`src/tlk2711_link_pkg.sv`:
```
/*
 * Line side definitions for the TLK2711 transmit path.
 * Control words carry a K character in the low byte only.
 */

package tlk2711_link_pkg;

    ////////////////////
    // Word and entry types
    ////////////////////

    localparam int TX_WORD_W = 16;

    typedef logic [TX_WORD_W-1:0] tx_word_t;

    // One FIFO slot, payload plus framing marks
    typedef struct packed {
        tx_word_t data;
        logic     pkt_last;
        logic     job_last;
    } tx_entry_t;

    localparam int TX_FIFO_DEPTH = 16;
    localparam int TX_FIFO_AW    = 4;

    ////////////////////
    // Line codes
    ////////////////////

    localparam tx_word_t K_IDLE = 16'hC5BC;
    localparam tx_word_t K_SOF  = 16'h50FB;
    localparam tx_word_t K_EOF  = 16'h50FD;

    // K flag pairs as {tkmsb, tklsb}
    localparam logic [1:0] TK_CTRL = 2'b01;
    localparam logic [1:0] TK_DATA = 2'b00;

    // Framer phases
    typedef enum logic [2:0] {
        FR_IDLE,
        FR_SOF,
        FR_DATA,
        FR_CSUM,
        FR_EOF
    } framer_state_t;

endpackage

```
`src/tlk2711_reg_pkg.sv`:
```
/*
 * APB register map of the transmit controller.
 * Offsets are byte addresses within an 8-bit window.
 */

package tlk2711_reg_pkg;

    localparam int APB_AW = 8;
    localparam int APB_DW = 32;

    typedef logic [APB_AW-1:0] apb_addr_t;
    typedef logic [APB_DW-1:0] apb_data_t;

    ////////////////////
    // Register offsets
    ////////////////////

    localparam apb_addr_t REG_CTRL     = 8'h00;
    localparam apb_addr_t REG_SEED     = 8'h04;
    localparam apb_addr_t REG_BODY_LEN = 8'h08;
    localparam apb_addr_t REG_BODY_NUM = 8'h0C;
    localparam apb_addr_t REG_STATUS   = 8'h10;

    // Bit positions inside CTRL and STATUS
    localparam int CTRL_START_BIT = 0;
    localparam int CTRL_LOOP_BIT  = 1;
    localparam int STAT_BUSY_BIT  = 0;
    localparam int STAT_DONE_BIT  = 1;

    // Job settings handed to the pattern producer
    typedef struct packed {
        tlk2711_link_pkg::tx_word_t seed;
        tlk2711_link_pkg::tx_word_t body_len;
        tlk2711_link_pkg::tx_word_t body_num;
    } tx_cfg_t;

endpackage

```
`src/tlk2711_reg_apb.sv`:
```
/*
 * APB slave with zero wait states; unmapped offsets return PSLVERR.
 * A start written while a job is busy is dropped.
 */

`timescale 1ns/1ps

module tlk2711_reg_apb (
    input  logic                        clk,
    input  logic                        i_rst_n,
    input  logic                        i_psel,
    input  logic                        i_penable,
    input  logic                        i_pwrite,
    input  tlk2711_reg_pkg::apb_addr_t  i_paddr,
    input  tlk2711_reg_pkg::apb_data_t  i_pwdata,
    output tlk2711_reg_pkg::apb_data_t  o_prdata,
    output logic                        o_pready,
    output logic                        o_pslverr,
    output tlk2711_reg_pkg::tx_cfg_t    o_cfg,
    output logic                        o_start,
    output logic                        o_loopen,
    input  logic                        i_pkt_done,
    input  logic                        i_job_done,
    output logic                        o_tx_irq
);

    import tlk2711_link_pkg::*;
    import tlk2711_reg_pkg::*;

    logic     access;
    logic     wr_en;
    logic     mapped;
    logic     start_fire;
    logic     busy_q;
    logic     done_q;
    tx_word_t pkt_cnt_q;

    assign access = i_psel & i_penable;
    assign wr_en  = access & i_pwrite;

    assign mapped = (i_paddr == REG_CTRL)     || (i_paddr == REG_SEED) ||
                    (i_paddr == REG_BODY_LEN) || (i_paddr == REG_BODY_NUM) ||
                    (i_paddr == REG_STATUS);

    assign start_fire = wr_en && (i_paddr == REG_CTRL) &&
                        i_pwdata[CTRL_START_BIT] && !busy_q;

    assign o_pready  = 1'b1;
    assign o_pslverr = access & ~mapped;
    assign o_tx_irq  = done_q;

    ////////////////////
    // Register writes
    ////////////////////

    always_ff @(posedge clk or negedge i_rst_n) begin
        if (!i_rst_n) begin
            o_cfg    <= '0;
            o_loopen <= 1'b0;
        end else if (wr_en) begin
            case (i_paddr)
                REG_CTRL:     o_loopen       <= i_pwdata[CTRL_LOOP_BIT];
                REG_SEED:     o_cfg.seed     <= i_pwdata[TX_WORD_W-1:0];
                REG_BODY_LEN: o_cfg.body_len <= i_pwdata[TX_WORD_W-1:0];
                REG_BODY_NUM: o_cfg.body_num <= i_pwdata[TX_WORD_W-1:0];
                default: ;
            endcase
        end
    end

    // Job control and status
    always_ff @(posedge clk or negedge i_rst_n) begin
        if (!i_rst_n) begin
            o_start   <= 1'b0;
            busy_q    <= 1'b0;
            done_q    <= 1'b0;
            pkt_cnt_q <= '0;
        end else begin
            o_start <= start_fire;
            if (start_fire) begin
                busy_q <= 1'b1;
            end else if (i_job_done) begin
                busy_q <= 1'b0;
            end
            // Set has priority over a clear in the same cycle
            if (i_job_done) begin
                done_q <= 1'b1;
            end else if (wr_en && (i_paddr == REG_STATUS) && i_pwdata[STAT_DONE_BIT]) begin
                done_q <= 1'b0;
            end
            if (start_fire) begin
                pkt_cnt_q <= '0;
            end else if (i_pkt_done) begin
                pkt_cnt_q <= pkt_cnt_q + 1'b1;
            end
        end
    end

    ////////////////////
    // Read mux
    ////////////////////

    always_comb begin
        o_prdata = '0;
        case (i_paddr)
            REG_CTRL:     o_prdata[CTRL_LOOP_BIT] = o_loopen;
            REG_SEED:     o_prdata[TX_WORD_W-1:0] = o_cfg.seed;
            REG_BODY_LEN: o_prdata[TX_WORD_W-1:0] = o_cfg.body_len;
            REG_BODY_NUM: o_prdata[TX_WORD_W-1:0] = o_cfg.body_num;
            REG_STATUS: begin
                o_prdata[STAT_BUSY_BIT] = busy_q;
                o_prdata[STAT_DONE_BIT] = done_q;
                o_prdata[31:16]         = pkt_cnt_q;
            end
            default: ;
        endcase
    end

endmodule

```
`src/tlk2711_top.sv`:
```
/*
 * Transmit only TLK2711 controller with an APB register port.
 * Single clock domain; PRBS, test mode and pre-emphasis stay off.
 */

`timescale 1ns/1ps

module tlk2711_top (
    input  logic                        clk,
    input  logic                        i_rst_n,
    input  logic                        i_psel,
    input  logic                        i_penable,
    input  logic                        i_pwrite,
    input  tlk2711_reg_pkg::apb_addr_t  i_paddr,
    input  tlk2711_reg_pkg::apb_data_t  i_pwdata,
    output tlk2711_reg_pkg::apb_data_t  o_prdata,
    output logic                        o_pready,
    output logic                        o_pslverr,
    output logic                        o_tx_irq,
    output tlk2711_link_pkg::tx_word_t  o_2711_txd,
    output logic                        o_2711_tkmsb,
    output logic                        o_2711_tklsb,
    output logic                        o_2711_enable,
    output logic                        o_2711_loopen,
    output logic                        o_2711_lckrefn,
    output logic                        o_2711_testen,
    output logic                        o_2711_prbsen,
    output logic                        o_2711_pre
);

    import tlk2711_link_pkg::*;
    import tlk2711_reg_pkg::*;

    tx_cfg_t   cfg;
    logic      start;
    logic      pkt_done;
    logic      job_done;
    tx_entry_t pat_entry;
    logic      pat_valid;
    logic      pat_ready;
    tx_entry_t fifo_entry;
    logic      fifo_valid;
    logic      fifo_ready;

    // Fixed TLK2711 control pins
    assign o_2711_enable  = 1'b1;
    assign o_2711_lckrefn = 1'b1;
    assign o_2711_testen  = 1'b0;
    assign o_2711_prbsen  = 1'b0;
    assign o_2711_pre     = 1'b0;

    tlk2711_reg_apb reg_apb_inst (
        .clk        (clk),
        .i_rst_n    (i_rst_n),
        .i_psel     (i_psel),
        .i_penable  (i_penable),
        .i_pwrite   (i_pwrite),
        .i_paddr    (i_paddr),
        .i_pwdata   (i_pwdata),
        .o_prdata   (o_prdata),
        .o_pready   (o_pready),
        .o_pslverr  (o_pslverr),
        .o_cfg      (cfg),
        .o_start    (start),
        .o_loopen   (o_2711_loopen),
        .i_pkt_done (pkt_done),
        .i_job_done (job_done),
        .o_tx_irq   (o_tx_irq)
    );

    tlk2711_tx_pattern tx_pattern_inst (
        .clk     (clk),
        .i_rst_n (i_rst_n),
        .i_start (start),
        .i_cfg   (cfg),
        .o_entry (pat_entry),
        .o_valid (pat_valid),
        .i_ready (pat_ready)
    );

    tlk2711_tx_fifo tx_fifo_inst (
        .clk     (clk),
        .i_rst_n (i_rst_n),
        .i_entry (pat_entry),
        .i_valid (pat_valid),
        .o_ready (pat_ready),
        .o_entry (fifo_entry),
        .o_valid (fifo_valid),
        .i_ready (fifo_ready)
    );

    tlk2711_tx_framer tx_framer_inst (
        .clk          (clk),
        .i_rst_n      (i_rst_n),
        .i_entry      (fifo_entry),
        .i_valid      (fifo_valid),
        .o_ready      (fifo_ready),
        .o_2711_txd   (o_2711_txd),
        .o_2711_tkmsb (o_2711_tkmsb),
        .o_2711_tklsb (o_2711_tklsb),
        .o_pkt_done   (pkt_done),
        .o_job_done   (job_done)
    );

endmodule

```
`src/tlk2711_tx_fifo.sv`:
```
/*
 * Single clock FIFO of TX_FIFO_DEPTH entries, depth a power of two.
 * Head entry is valid one cycle after its push.
 */

`timescale 1ns/1ps

module tlk2711_tx_fifo (
    input  logic                          clk,
    input  logic                          i_rst_n,
    input  tlk2711_link_pkg::tx_entry_t   i_entry,
    input  logic                          i_valid,
    output logic                          o_ready,
    output tlk2711_link_pkg::tx_entry_t   o_entry,
    output logic                          o_valid,
    input  logic                          i_ready
);

    import tlk2711_link_pkg::*;

    tx_entry_t               mem [TX_FIFO_DEPTH];
    logic [TX_FIFO_AW-1:0]   wr_ptr_q;
    logic [TX_FIFO_AW-1:0]   rd_ptr_q;
    logic [TX_FIFO_AW:0]     count_q;
    logic                    push;
    logic                    pop;

    assign o_ready = (count_q != (TX_FIFO_AW+1)'(TX_FIFO_DEPTH));
    assign o_valid = (count_q != '0);
    assign o_entry = mem[rd_ptr_q];

    assign push = i_valid & o_ready;
    assign pop  = o_valid & i_ready;

    always_ff @(posedge clk) begin
        if (push) begin
            mem[wr_ptr_q] <= i_entry;
        end
    end

    // Pointers wrap on their own width
    always_ff @(posedge clk or negedge i_rst_n) begin
        if (!i_rst_n) begin
            wr_ptr_q <= '0;
            rd_ptr_q <= '0;
            count_q  <= '0;
        end else begin
            if (push) wr_ptr_q <= wr_ptr_q + 1'b1;
            if (pop)  rd_ptr_q <= rd_ptr_q + 1'b1;
            case ({push, pop})
                2'b10:   count_q <= count_q + 1'b1;
                2'b01:   count_q <= count_q - 1'b1;
                default: count_q <= count_q;
            endcase
        end
    end

endmodule

```
`src/tlk2711_tx_framer.sv`:
```
/*
 * Frames FIFO entries as SOF, payload, checksum, EOF, then idle.
 * The line is never stalled; an empty FIFO mid packet fills with idles.
 */

`timescale 1ns/1ps

module tlk2711_tx_framer (
    input  logic                          clk,
    input  logic                          i_rst_n,
    input  tlk2711_link_pkg::tx_entry_t   i_entry,
    input  logic                          i_valid,
    output logic                          o_ready,
    output tlk2711_link_pkg::tx_word_t    o_2711_txd,
    output logic                          o_2711_tkmsb,
    output logic                          o_2711_tklsb,
    output logic                          o_pkt_done,
    output logic                          o_job_done
);

    import tlk2711_link_pkg::*;

    framer_state_t state_q;
    framer_state_t state_d;
    tx_word_t      txd_d;
    logic [1:0]    tk_d;
    tx_word_t      csum_q;
    logic          job_last_q;
    logic          pop;

    // Pull from the FIFO only while sending payload
    assign o_ready = (state_q == FR_DATA);
    assign pop     = o_ready & i_valid;

    ////////////////////
    // Next line word
    ////////////////////

    always_comb begin
        state_d = state_q;
        txd_d   = K_IDLE;
        tk_d    = TK_CTRL;
        case (state_q)
            FR_IDLE: begin
                if (i_valid) state_d = FR_SOF;
            end
            FR_SOF: begin
                txd_d   = K_SOF;
                state_d = FR_DATA;
            end
            FR_DATA: begin
                if (i_valid) begin
                    txd_d = i_entry.data;
                    tk_d  = TK_DATA;
                    if (i_entry.pkt_last) state_d = FR_CSUM;
                end
            end
            FR_CSUM: begin
                txd_d   = csum_q;
                tk_d    = TK_DATA;
                state_d = FR_EOF;
            end
            FR_EOF: begin
                txd_d   = K_EOF;
                state_d = FR_IDLE;
            end
            default: state_d = FR_IDLE;
        endcase
    end

    always_ff @(posedge clk or negedge i_rst_n) begin
        if (!i_rst_n) begin
            state_q                      <= FR_IDLE;
            o_2711_txd                   <= K_IDLE;
            {o_2711_tkmsb, o_2711_tklsb} <= TK_CTRL;
            o_pkt_done                   <= 1'b0;
            o_job_done                   <= 1'b0;
            job_last_q                   <= 1'b0;
        end else begin
            state_q                      <= state_d;
            o_2711_txd                   <= txd_d;
            {o_2711_tkmsb, o_2711_tklsb} <= tk_d;
            // Pulses line up with the EOF word on the bus
            o_pkt_done                   <= (state_q == FR_EOF);
            o_job_done                   <= (state_q == FR_EOF) && job_last_q;
            if (pop && i_entry.pkt_last) begin
                job_last_q <= i_entry.job_last;
            end
        end
    end

    // Running sum of the packet payload, mod 2^16
    always_ff @(posedge clk) begin
        if (state_q == FR_SOF) begin
            csum_q <= '0;
        end else if (pop) begin
            csum_q <= csum_q + i_entry.data;
        end
    end

endmodule

```
`src/tlk2711_tx_pattern.sv`:
```
/*
 * Counting pattern source. Settings are latched on start, so later
 * register writes do not disturb a running job. A length of 0 acts as 1.
 */

`timescale 1ns/1ps

module tlk2711_tx_pattern (
    input  logic                          clk,
    input  logic                          i_rst_n,
    input  logic                          i_start,
    input  tlk2711_reg_pkg::tx_cfg_t      i_cfg,
    output tlk2711_link_pkg::tx_entry_t   o_entry,
    output logic                          o_valid,
    input  logic                          i_ready
);

    import tlk2711_link_pkg::*;

    logic     active_q;
    logic     push;
    logic     pkt_last;
    logic     job_last;
    tx_word_t data_q;
    tx_word_t len_q;
    tx_word_t num_q;
    tx_word_t word_cnt_q;
    tx_word_t pkt_cnt_q;

    assign push     = active_q & i_ready;
    assign pkt_last = (word_cnt_q == tx_word_t'(len_q - 1'b1));
    assign job_last = pkt_last && (pkt_cnt_q == tx_word_t'(num_q - 1'b1));

    assign o_valid          = active_q;
    assign o_entry.data     = data_q;
    assign o_entry.pkt_last = pkt_last;
    assign o_entry.job_last = job_last;

    // Position within the job
    always_ff @(posedge clk or negedge i_rst_n) begin
        if (!i_rst_n) begin
            active_q   <= 1'b0;
            word_cnt_q <= '0;
            pkt_cnt_q  <= '0;
        end else if (i_start) begin
            active_q   <= 1'b1;
            word_cnt_q <= '0;
            pkt_cnt_q  <= '0;
        end else if (push) begin
            if (pkt_last) begin
                word_cnt_q <= '0;
                pkt_cnt_q  <= pkt_cnt_q + 1'b1;
                if (job_last) begin
                    active_q <= 1'b0;
                end
            end else begin
                word_cnt_q <= word_cnt_q + 1'b1;
            end
        end
    end

    // Payload value wraps mod 2^16 over the whole job
    always_ff @(posedge clk) begin
        if (i_start) begin
            data_q <= i_cfg.seed;
            len_q  <= (i_cfg.body_len == '0) ? tx_word_t'(1) : i_cfg.body_len;
            num_q  <= (i_cfg.body_num == '0) ? tx_word_t'(1) : i_cfg.body_num;
        end else if (push) begin
            data_q <= data_q + 1'b1;
        end
    end

endmodule

```
`config.mk`:
```
export PLATFORM = sky130hd
export DESIGN_NAME = tlk2711_top
export DESIGN_NICKNAME = d
export VERILOG_FILES = /design/src/tlk2711_link_pkg.sv /design/src/tlk2711_reg_pkg.sv /design/src/tlk2711_reg_apb.sv /design/src/tlk2711_top.sv /design/src/tlk2711_tx_fifo.sv /design/src/tlk2711_tx_framer.sv /design/src/tlk2711_tx_pattern.sv
export SDC_FILE = /design/constraint.sdc
export NUM_CORES = 1
export LEC_CHECK = 0
export ABC_CLOCK_PERIOD_IN_PS = 4600
export CAP_MARGIN = 20
export CORE_ASPECT_RATIO = 0.8
export CORE_MARGIN = 2
export CORE_UTILIZATION = 23
export CTS_CLUSTER_SIZE = 40
export DETAILED_ROUTE_END_ITERATION = 10
export DONT_BUFFER_PORTS = 1
export HOLD_SLACK_MARGIN = 0.08
export PLACE_DENSITY = 0.46
export SYNTH_ARGS = -nofsm -noshare
export SYNTH_HDL_FRONTEND = slang
export SYNTH_SLANG_ARGS = --single-unit
```
`constraint.sdc`:
```
create_clock -name clk -period 4.6 [get_ports clk]
set_clock_uncertainty 0.05 [all_clocks]
set_input_delay 0.69 -clock clk [delete_from_list [all_inputs] [get_ports clk]]
set_output_delay 0.69 -clock clk [all_outputs]
set_load 0.005 [all_outputs]
```
Word level (Yosys, flattened, before mapping). Memories as Yosys holds them, arrays and structs flattened. Cells that the tools add are included.

Bitwise gates (word level): 6. Shifts and indexed selects: 0. $mul: 0. Equal/unequal tests: 16. Reductions and logical operators: 32. Muxes and demuxes: 33. Divide/modulo/power cells: 0. Add/subtract/negate cells: 11. $lt $le $gt $ge: 0.

Operators by type and width (count): $mux 16 (12); $add 16x1->16 const B (4); $pmux 16 s4 (1); $pmux 14 s3 (1); $eq 16x16->1 (2); $logic_not 16->1 (2); $sub 16x1->16 const B (2); $add 16x16->16 (1); $eq 8x4->1 const B (2); $reduce_bool 2->1 (7); $pmux 3 s4 (1); $mux 1 (11); $pmux 5 s2 (1); $reduce_and 2->1 (5); $mux 3 (3); $add 4x1->4 const B (2); $eq 8x3->1 const B (1); $eq 8x5->1 const B (1); $logic_and 1x1->1 (8); $logic_not 8->1 (1); $eq 3x2->1 const B (2); $ne 2x1->1 const B (3); $reduce_and 3->1 (2); $add 5x1->5 const B (1); other kinds (15) (22).

Latch bits: 0. Output and inout bits: 59. Bits in read-only memories: 0. Register bits after elaboration: 202. Memories kept: 1. Memory bits (writable): 288. Bits of input ports: 45.

Memory list: tx_fifo_inst.mem (words 16, bits a word 18, read ports 1, clocked after memory_dff 0, wr ports 1, RTL line tlk2711_tx_fifo.sv:21) `tx_entry_t mem [TX_FIFO_DEPTH];`.

Depth between registers and ports, before layout. Gate-level depths: netlist (run 1).

Depth after elaboration: 7. Mapped depth: 15. Gate-level depth less buffers: 14.

Hierarchy. Synthesis (run 1) repeated with hierarchy kept, for this count alone.

Cell total of the unflattened synthesis: 1657. Area, all modules: 22628.0 µm².

Modules (own cells, without submodules): tlk2711_tx_fifo (area an instance 11875.1 µm², seq. area each 8973.6 µm², times used 1, cells an instance 609); tlk2711_tx_pattern (area an instance 5078.6 µm², seq. area each 2267.2 µm², times used 1, cells an instance 529); tlk2711_reg_apb (area an instance 3439.5 µm², seq. area each 1701.6 µm², times used 1, cells an instance 281); tlk2711_tx_framer (area an instance 2189.6 µm², seq. area each 908.4 µm², times used 1, cells an instance 231); tlk2711_top (area an instance 45.0 µm², seq. area each 0.0 µm², times used 1, cells an instance 7).

Least setup slack after synthesis (run 1). Ideal clock, no wire load.

Path kind: register -> register. Start: reg tx_fifo_inst.rd_ptr_q[0]. End: reg tx_framer_inst.csum_q[14]. Clock period less this slack: 4.147 ns. Setup time: 0.062 ns. Data arrival time: 4.036 ns. Slack: 0.453 ns. Stages on the path, launching flop included: 14. Path through: dfrtp_1 buf_2 buf_1 buf_2 mux4_2 mux4_2 ha_1 nor2b_1 o21ai_0 a21oi_1 o211ai_1 a311oi_1 or3_1 nand3_1.

Longest elaborated chain between the ends: 2.

Ends and longest elaborated chain: from (decl) (RTL line tlk2711_tx_fifo.sv:23) `logic [TX_FIFO_AW-1:0] rd_ptr_q;`; from (signal assigned) (RTL line tlk2711_tx_fifo.sv:49) `if (pop) rd_ptr_q <= rd_ptr_q + 1'b1;`; $mem_v2 16x18; $add 16x16->16 (RTL line tlk2711_tx_framer.sv:97) `csum_q <= csum_q + i_entry.data;`; to (signal assigned) (RTL line tlk2711_tx_framer.sv:97); to (decl) (RTL line tlk2711_tx_framer.sv:27) `tx_word_t csum_q;`.

Every way passes these cells. A chain may end at the register's enable or synchronous reset.

Worst setup path after layout (run 1). Same ends and word-level chain as after synthesis.

==> results of run 1 <==
-- cells in the mapped netlist, types with 5 or more instances --
cell / count / area share, %
edfxtp_1: 336 / 45
dfrtp_1: 127 / 14
mux4_2: 90 / 9.1
clkbuf_1: 89 / 1.5
nor2_1: 89 / 1.5
nand2_1: 86 / 1.5
mux2_2: 68 / 3.4
o21ai_0: 58 / 1.3
nand3_1: 55 / 1.2
xor2_1: 47 / 1.8
xnor2_1: 44 / 1.7
inv_1: 32 / 0.54
nor3_1: 32 / 0.72
ha_1: 30 / 1.7
and2_1: 28 / 0.79
a21oi_1: 24 / 0.54
and3_1: 23 / 0.65
nor4_1: 20 / 0.56
nand4_1: 19 / 0.53
a22oi_1: 18 / 0.61
dfxtp_1: 16 / 1.4
or3_1: 16 / 0.45
nor2b_1: 13 / 0.37
o22ai_1: 13 / 0.37
buf_1: 11 / 0.19
or2_2: 11 / 0.31
dfstp_2: 10 / 1.2
a31oi_1: 9 / 0.25
a21o_1: 8 / 0.27
mux2i_1: 8 / 0.36
a211oi_1: 7 / 0.24
buf_4: 7 / 0.24
nand2b_1: 7 / 0.20
nor3b_1: 7 / 0.24
o41ai_1: 7 / 0.28
or4_1: 7 / 0.24
and4_1: 6 / 0.24
nand3b_1: 6 / 0.20
o31ai_1: 6 / 0.20
buf_2: 5 / 0.11
o311ai_1: 5 / 0.20
-- routing by layer --
layer / share of wire (%) / up-vias
met4: 1.5 / 0
met2: 45 / 239
met5: 0 / -
li1: - / 5939
met3: 4.0 / 67
met1: 50 / 6952
-- through the flow --
| step | std cells | instance area [µm²] | worst slack, ns | util [%] |
|---|---|---|---|---|
| after floorplan | 1572 | 22300 | 0.453 | - |
| after global placement | 2800 | 23800 | 0.569 | 24.7 |
| after detailed placement | 2800 | 23800 | 0.582 | 24.7 |
| after CTS | 2893 | 25500 | 0.556 | 26.5 |
| after global routing | 2894 | 25500 | 0.341 | 26.5 |
| final | 2895 | 25500 | 0.563 | 26.5 |
-- worst paths after layout --
check | end | startpoint | depth (start not counted) | slack, ns
max | tx_framer_inst.csum_q[14] | tx_fifo_inst.rd_ptr_q[0] | 10 | 0.56
min | reg_apb_inst.o_cfg[29] | i_pwdata[13] | 1 | 0.16
max reg2reg | tx_framer_inst.csum_q[14] | tx_fifo_inst.rd_ptr_q[0] | 10 | 0.56
min reg2reg | tx_framer_inst.csum_q[15] | tx_framer_inst.csum_q[15] | 1 | 0.41
max in group asynchronous | reg_apb_inst.o_start | i_rst_n | 2 | 3.13
min in group asynchronous | tx_pattern_inst.word_cnt_q[14] | i_rst_n | 2 | 0.78
-- sequential cells by signal, indices dropped and copies added, names as in the netlist, 3 cells and up --
register and flops:
tx_pattern_inst.data_q 16, tx_fifo_inst.wr_ptr_q 4, tx_framer_inst.o_2711_txd 16, tx_framer_inst.csum_q 16
tx_pattern_inst.len_q 16, tx_pattern_inst.word_cnt_q 16, tx_pattern_inst.pkt_cnt_q 16, tx_pattern_inst.num_q 16
reg_apb_inst.o_cfg 48, reg_apb_inst.pkt_cnt_q 16, tx_fifo_inst.mem 288, tx_fifo_inst.count_q 5
tx_fifo_inst.rd_ptr_q 4, tx_framer_inst.state_q 3
-- report_power, final --
group	total, mW	switching (mW)	internal [mW]	leakage [nW]
clock	4.22	1.79	2.44	0.806
combinational	3.47	1.89	1.58	3.15
sequential	5.30	0.348	4.95	4.98
total	13.0	4.02	8.97	8.94
-- cells by family (layout without fill, tap and decap cells) --
family	Yosys count	in the layout	synth area share, %
multiplexers	169	169	13.1
XOR/XNOR	91	91	3.58
flip-flops	489	489	62.2
AO/OA/AOI/OAI	194	194	5.93
buffers and inverters	149	171	2.76
adder cells (fa/ha/maj)	32	32	1.87
AND/OR/NAND/NOR	441	441	10.5
other	2	8	0.0338
-- worst reg2reg max path, cell delays in order, from the launching register on --
cell and delay (ns):
dfrtp_4 0.78, mux4_2 0.61, mux4_2 0.60, ha_1 0.39
nor2b_1 0.15, o21ai_0 0.12, a21oi_1 0.28, o211ai_1 0.19
a311oi_1 0.46, or3_1 0.19, nand3_1 0.08
-- area by class of cell --
| type | count | area [µm²] | area share, % |
|---|---|---|---|
| Sequential cell | 489 | 13900 | 54.3 |
| Multi-Input combinational cell | 934 | 7810 | 30.6 |
| Tap cell | 1300 | 1630 | 6.37 |
| Clock buffer | 66 | 1360 | 5.33 |
| Timing Repair Buffer | 46 | 405 | 1.59 |
| Clock inverter | 25 | 335 | 1.31 |
| Inverter | 34 | 128 | 0.500 |
| Antenna cell | 1 | 2.50 | 0.00980 |
==> flow_summary.ini, run 1 <==
[floorplan]
fp-row-count = 102
boundaryPins = 104
core_um2 = 96400
fp.dieArea_um2 = 99300
initial_utilization_pct = 23.1
die_w_um = 352
die_y_um = 282

[layout]
final_layout_size_suffix_gt1_share_pct = 19.8
layout_commonest_cell = edfxtp_1
area_growth_pct = 14.7
nFillCells = 9826
layout.nets = 1632
mostFrequentLayoutCells = 336 x edfxtp_1, 124 x dfrtp_1, 90 x mux4_2, 89 x nor2_1, 86 x nand2_1

[logic_synthesis]
netlist_instances = 1567
async_flop_share_pct = 28.0
seq_area_frac_synth_pct = 62.2
avgSynthCellArea_um2 = 14.2
synth_seq_cells = 489
ys.flop_type = edfxtp_1
synth_edf_count = 336
synth_area_um2 = 22300
ys_warn_count = 0
synthDistinctLibCells = 77

[sta]
finalHoldWorstSlack_ns = 0.164
fin_crit_ns = 4.04
setup_tns_ns = 0
rsz0062_at_grt = false
drv_slew = 0
fmax_mhz = 248
setup_viol = 0
hold_violations = 0
worst_pin_slew_ns = 0.918
slew_headroom_pct = 38.8
fin_crit_sh_pct = 87.8

[clock_network]
path_clk_slew_ns = 0.07
clkLatencyLatePin_ns = 0.62
clkSinkCount = 489
cts_hold_buffers = 2
root_buffer = clkbuf_16
cts_tree = yes
cts_inserted_buffers = 50
ctsResizeCount = 0
cts_post_setup_buffers_inserted = 0
htree_levels = 2
cts.path.max_buffers = 3

[placed_design]
place_congestion = 0.774
dpl.hpwl_mm = 37.3
io_buffer_count = 0

[route]
wire_per_inst_um = 19.9
antenna_left = 0
num_vias = 13197
routed_wl_mm = 57.5
drt_first_iter_violations = 953
vias_per_cell = 4.56
drc = 0
first_pass_iters = 5

[pwr]
p_leak_nw = 8.94
power_mw = 13.0
powerDensity_nw_per_um2 = 509
vdd_drop_max_mv = 0.291

[critical_path]
path_buf_inv = 0
slowest_delay_ns = 0.78
cp.arrival_ns = 4.47
timing_worst_setup_path_type = flip-flop to flip-flop
slowest_stage = dfrtp_4
critical-path-top-delay-family = multiplexers
crit_required_ns = 5.04
critPathCaptureType = flip-flop
path_cells = mux4_2 -> mux4_2 -> ha_1 -> nor2b_1 -> o21ai_0 -> a21oi_1 -> o211ai_1 -> a311oi_1 -> or3_1 -> nand3_1
crit_path_start_kind = flip-flop
worst-path-max-fanout = 24
cpMostUsedCell = mux4_2

[grt]
grt_overflow = 0
grt_max_degree = 138
use_met2_pct = 17.3
grt_pass1_vias = 13079
met3_usage_pct = 1.76
top_usage_layer = met2
antenna_found_initial = 2
grt_pass1_wl_mm = 85.7
grtUsageTotal_pct = 11.4
grt_use_met1_pct = 17.0

[min_path]
hold_class = input pin to flip-flop

[status]
outcome = complete, no violations

[flow_run]
drv_cap = 0
(Power assumes the default switching activity.)
==> run 2, diff against run 1 <==
Settings changed: REMOVE_ABC_BUFFERS from default to 1.
==> run 2 against run 1 <==
Net effect: cell count about the same; register-to-register slack got worse by 0.07 ns; non-clock buffer count down 9; sequential cell count did not move; sequential power hardly changed; largest power group unchanged.
==> flow_summary.ini, run 2 (synthesis gave the netlist of run 1 again) <==
[layout]
finalCoreUtilization_pct = 26.5
final-seq-area_um2 = 13900
n_antenna_cell = 0
stdcell_area_um2 = 25600
top_regs = tx_fifo_inst.mem (288), reg_apb_inst.o_cfg (48)
final_cells = 2894
layout_commonest_cell = edfxtp_1
top_register = tx_fifo_inst.mem
area_growth_pct = 14.9
largest_reg_flops = 288
nFillCells = 9835
mostFrequentLayoutCells = 336 x edfxtp_1, 124 x dfrtp_1, 90 x mux4_2, 89 x nor2_1, 86 x nand2_1
layout.nets = 1626
multi_input_area_um2 = 7810
final_layout_size_suffix_gt1_share_pct = 19.3

[sta]
setup_viol = 0
slew_headroom_pct = 33.8
rsz0062_at_grt = false
finalHoldWorstSlack_ns = 0.179
worst_pin_slew_ns = 0.991
drv_slew = 0
fmax_mhz = 244
fin_crit_ns = 4.10
setup_ws_ns = 0.495
fin_crit_sh_pct = 89.2
hold_violations = 0

[grt]
antenna_found_initial = 1
grt_overflow = 0
grt_pass1_wl_mm = 86.6
grt_pass1_vias = 13022
grt_max_degree = 138
grtUsageTotal_pct = 11.6

[floorplan]
core_um2 = 96400
die_y_um = 282
initial_utilization_pct = 23.1
fp.dieArea_um2 = 99300
boundaryPins = 104
fp-row-count = 102
die_w_um = 352

[clock_network]
cts_inserted_buffers = 53
clkSinkCount = 489
cts.path.max_buffers = 3
path_clk_slew_ns = 0.06
htree_levels = 2
clkLatencyLatePin_ns = 0.62
ctsResizeCount = 0
cts_post_setup_buffers_inserted = 0
cts_tree = yes
root_buffer = clkbuf_16

[route]
wire_per_inst_um = 20.3
drc = 0
antenna_left = 0
drt_first_iter_violations = 1057
routed_wl_mm = 58.7
first_pass_iters = 5
num_vias = 13250
vias_per_cell = 4.58

[flow_run]
drv_cap = 0

[critical_path]
path_buf_inv = 2
cp.arrival_ns = 4.54
slowest_stage = nor3b_1
crit_required_ns = 5.03
path_cells = inv_1 -> ha_1 -> nor3b_1 -> nand3_1 -> a2111o_1 -> a32oi_2 -> nand4_4 -> buf_4 -> nor4_1 -> mux2_2
critical-path-top-delay-family = simple AND/OR/NAND/NOR gates
worst-path-max-fanout = 19
critPathCaptureType = flip-flop
timing_worst_setup_path_type = flip-flop to flip-flop
crit_path_start_kind = flip-flop
slowest_delay_ns = 0.82

[status]
outcome = complete, no violations

[placed_design]
io_buffer_count = 0
place_congestion = 0.792
place_ws_ns = 0.525
dp_cells = 2791
place_area_um2 = 23700
dpl.hpwl_mm = 37.0

[min_path]
hold_class = input pin to flip-flop

[pwr]
vdd_drop_max_mv = 0.388
powerDensity_nw_per_um2 = 513
p_leak_nw = 8.94
## run 2: cell count changes in the layout (fill, tap and decap cells not counted), sizes merged
| cell | delta |
|---|---|
| diode | -1 |
| clkbuf | +8 |
| clkinvlp | -3 |
| buf | -9 |
| clkinv | +2 |
| bufinv | +2 |
## run 2: report_power, final
part | switching [mW] | total (mW) | leakage, nW | internal [mW]
Combinational | 1.87 | 3.42 | 3.10 | 1.55
Sequential | 0.332 | 5.28 | 4.98 | 4.95
Clock | 1.81 | 4.42 | 0.856 | 2.61
Total | 4.01 | 13.1 | 8.94 | 9.11
## run 2: worst paths after layout
| kind | from | to | slack (ns) | depth (start not counted) |
|---|---|---|---|---|
| min | i_pwdata[6] | reg_apb_inst.o_cfg[22] | 0.18 | 1 |
| max in group asynchronous | i_rst_n | reg_apb_inst.o_cfg[30] | 3.13 | 2 |
| min in group asynchronous | i_rst_n | tx_fifo_inst.count_q[3] | 0.66 | 2 |
| max reg2reg | tx_pattern_inst.len_q[0] | tx_pattern_inst.pkt_cnt_q[13] | 0.50 | 10 |
| max | tx_pattern_inst.len_q[0] | tx_pattern_inst.pkt_cnt_q[13] | 0.50 | 10 |
| min reg2reg | tx_framer_inst.csum_q[15] | tx_framer_inst.csum_q[15] | 0.43 | 1 |
## run 2: final cells by class
class                           count  share of cell area (%)
Multi-Input combinational cell    934                    30.6
Timing Repair Buffer               37                    1.32
Clock inverter                     26                    1.49
Sequential cell                   489                    54.2
Clock buffer                       74                    5.54
Inverter                           34                   0.499
Tap cell                         1300                    6.36
## run 2: through the flow
stage	TNS [ns]	total power, mW
after floorplan	-12.40	7.77
after global placement	0	8.77
after detailed placement	0	8.79
after CTS	0	13.3
after global routing	0	13.8
final	0	13.1
## run 2: what timing repair did
action / 4_1_cts / 5_1_grt
endpoints found under the setup margin: 0 / 0
hold buffers: 2 / 0
hold endpoints to repair: 137 / 0
## run 2: layer usage
| layer | part of all wire [%] | vias up | track usage, % |
|---|---|---|---|
| met4 | 1.9 | 0 | 2.96 |
| met1 | 48 | 6935 | 17.3 |
| li1 | - | 5929 | - |
| met3 | 4.6 | 76 | 1.59 |
| met2 | 45 | 310 | 17.6 |
| met5 | 0 | - | 0 |
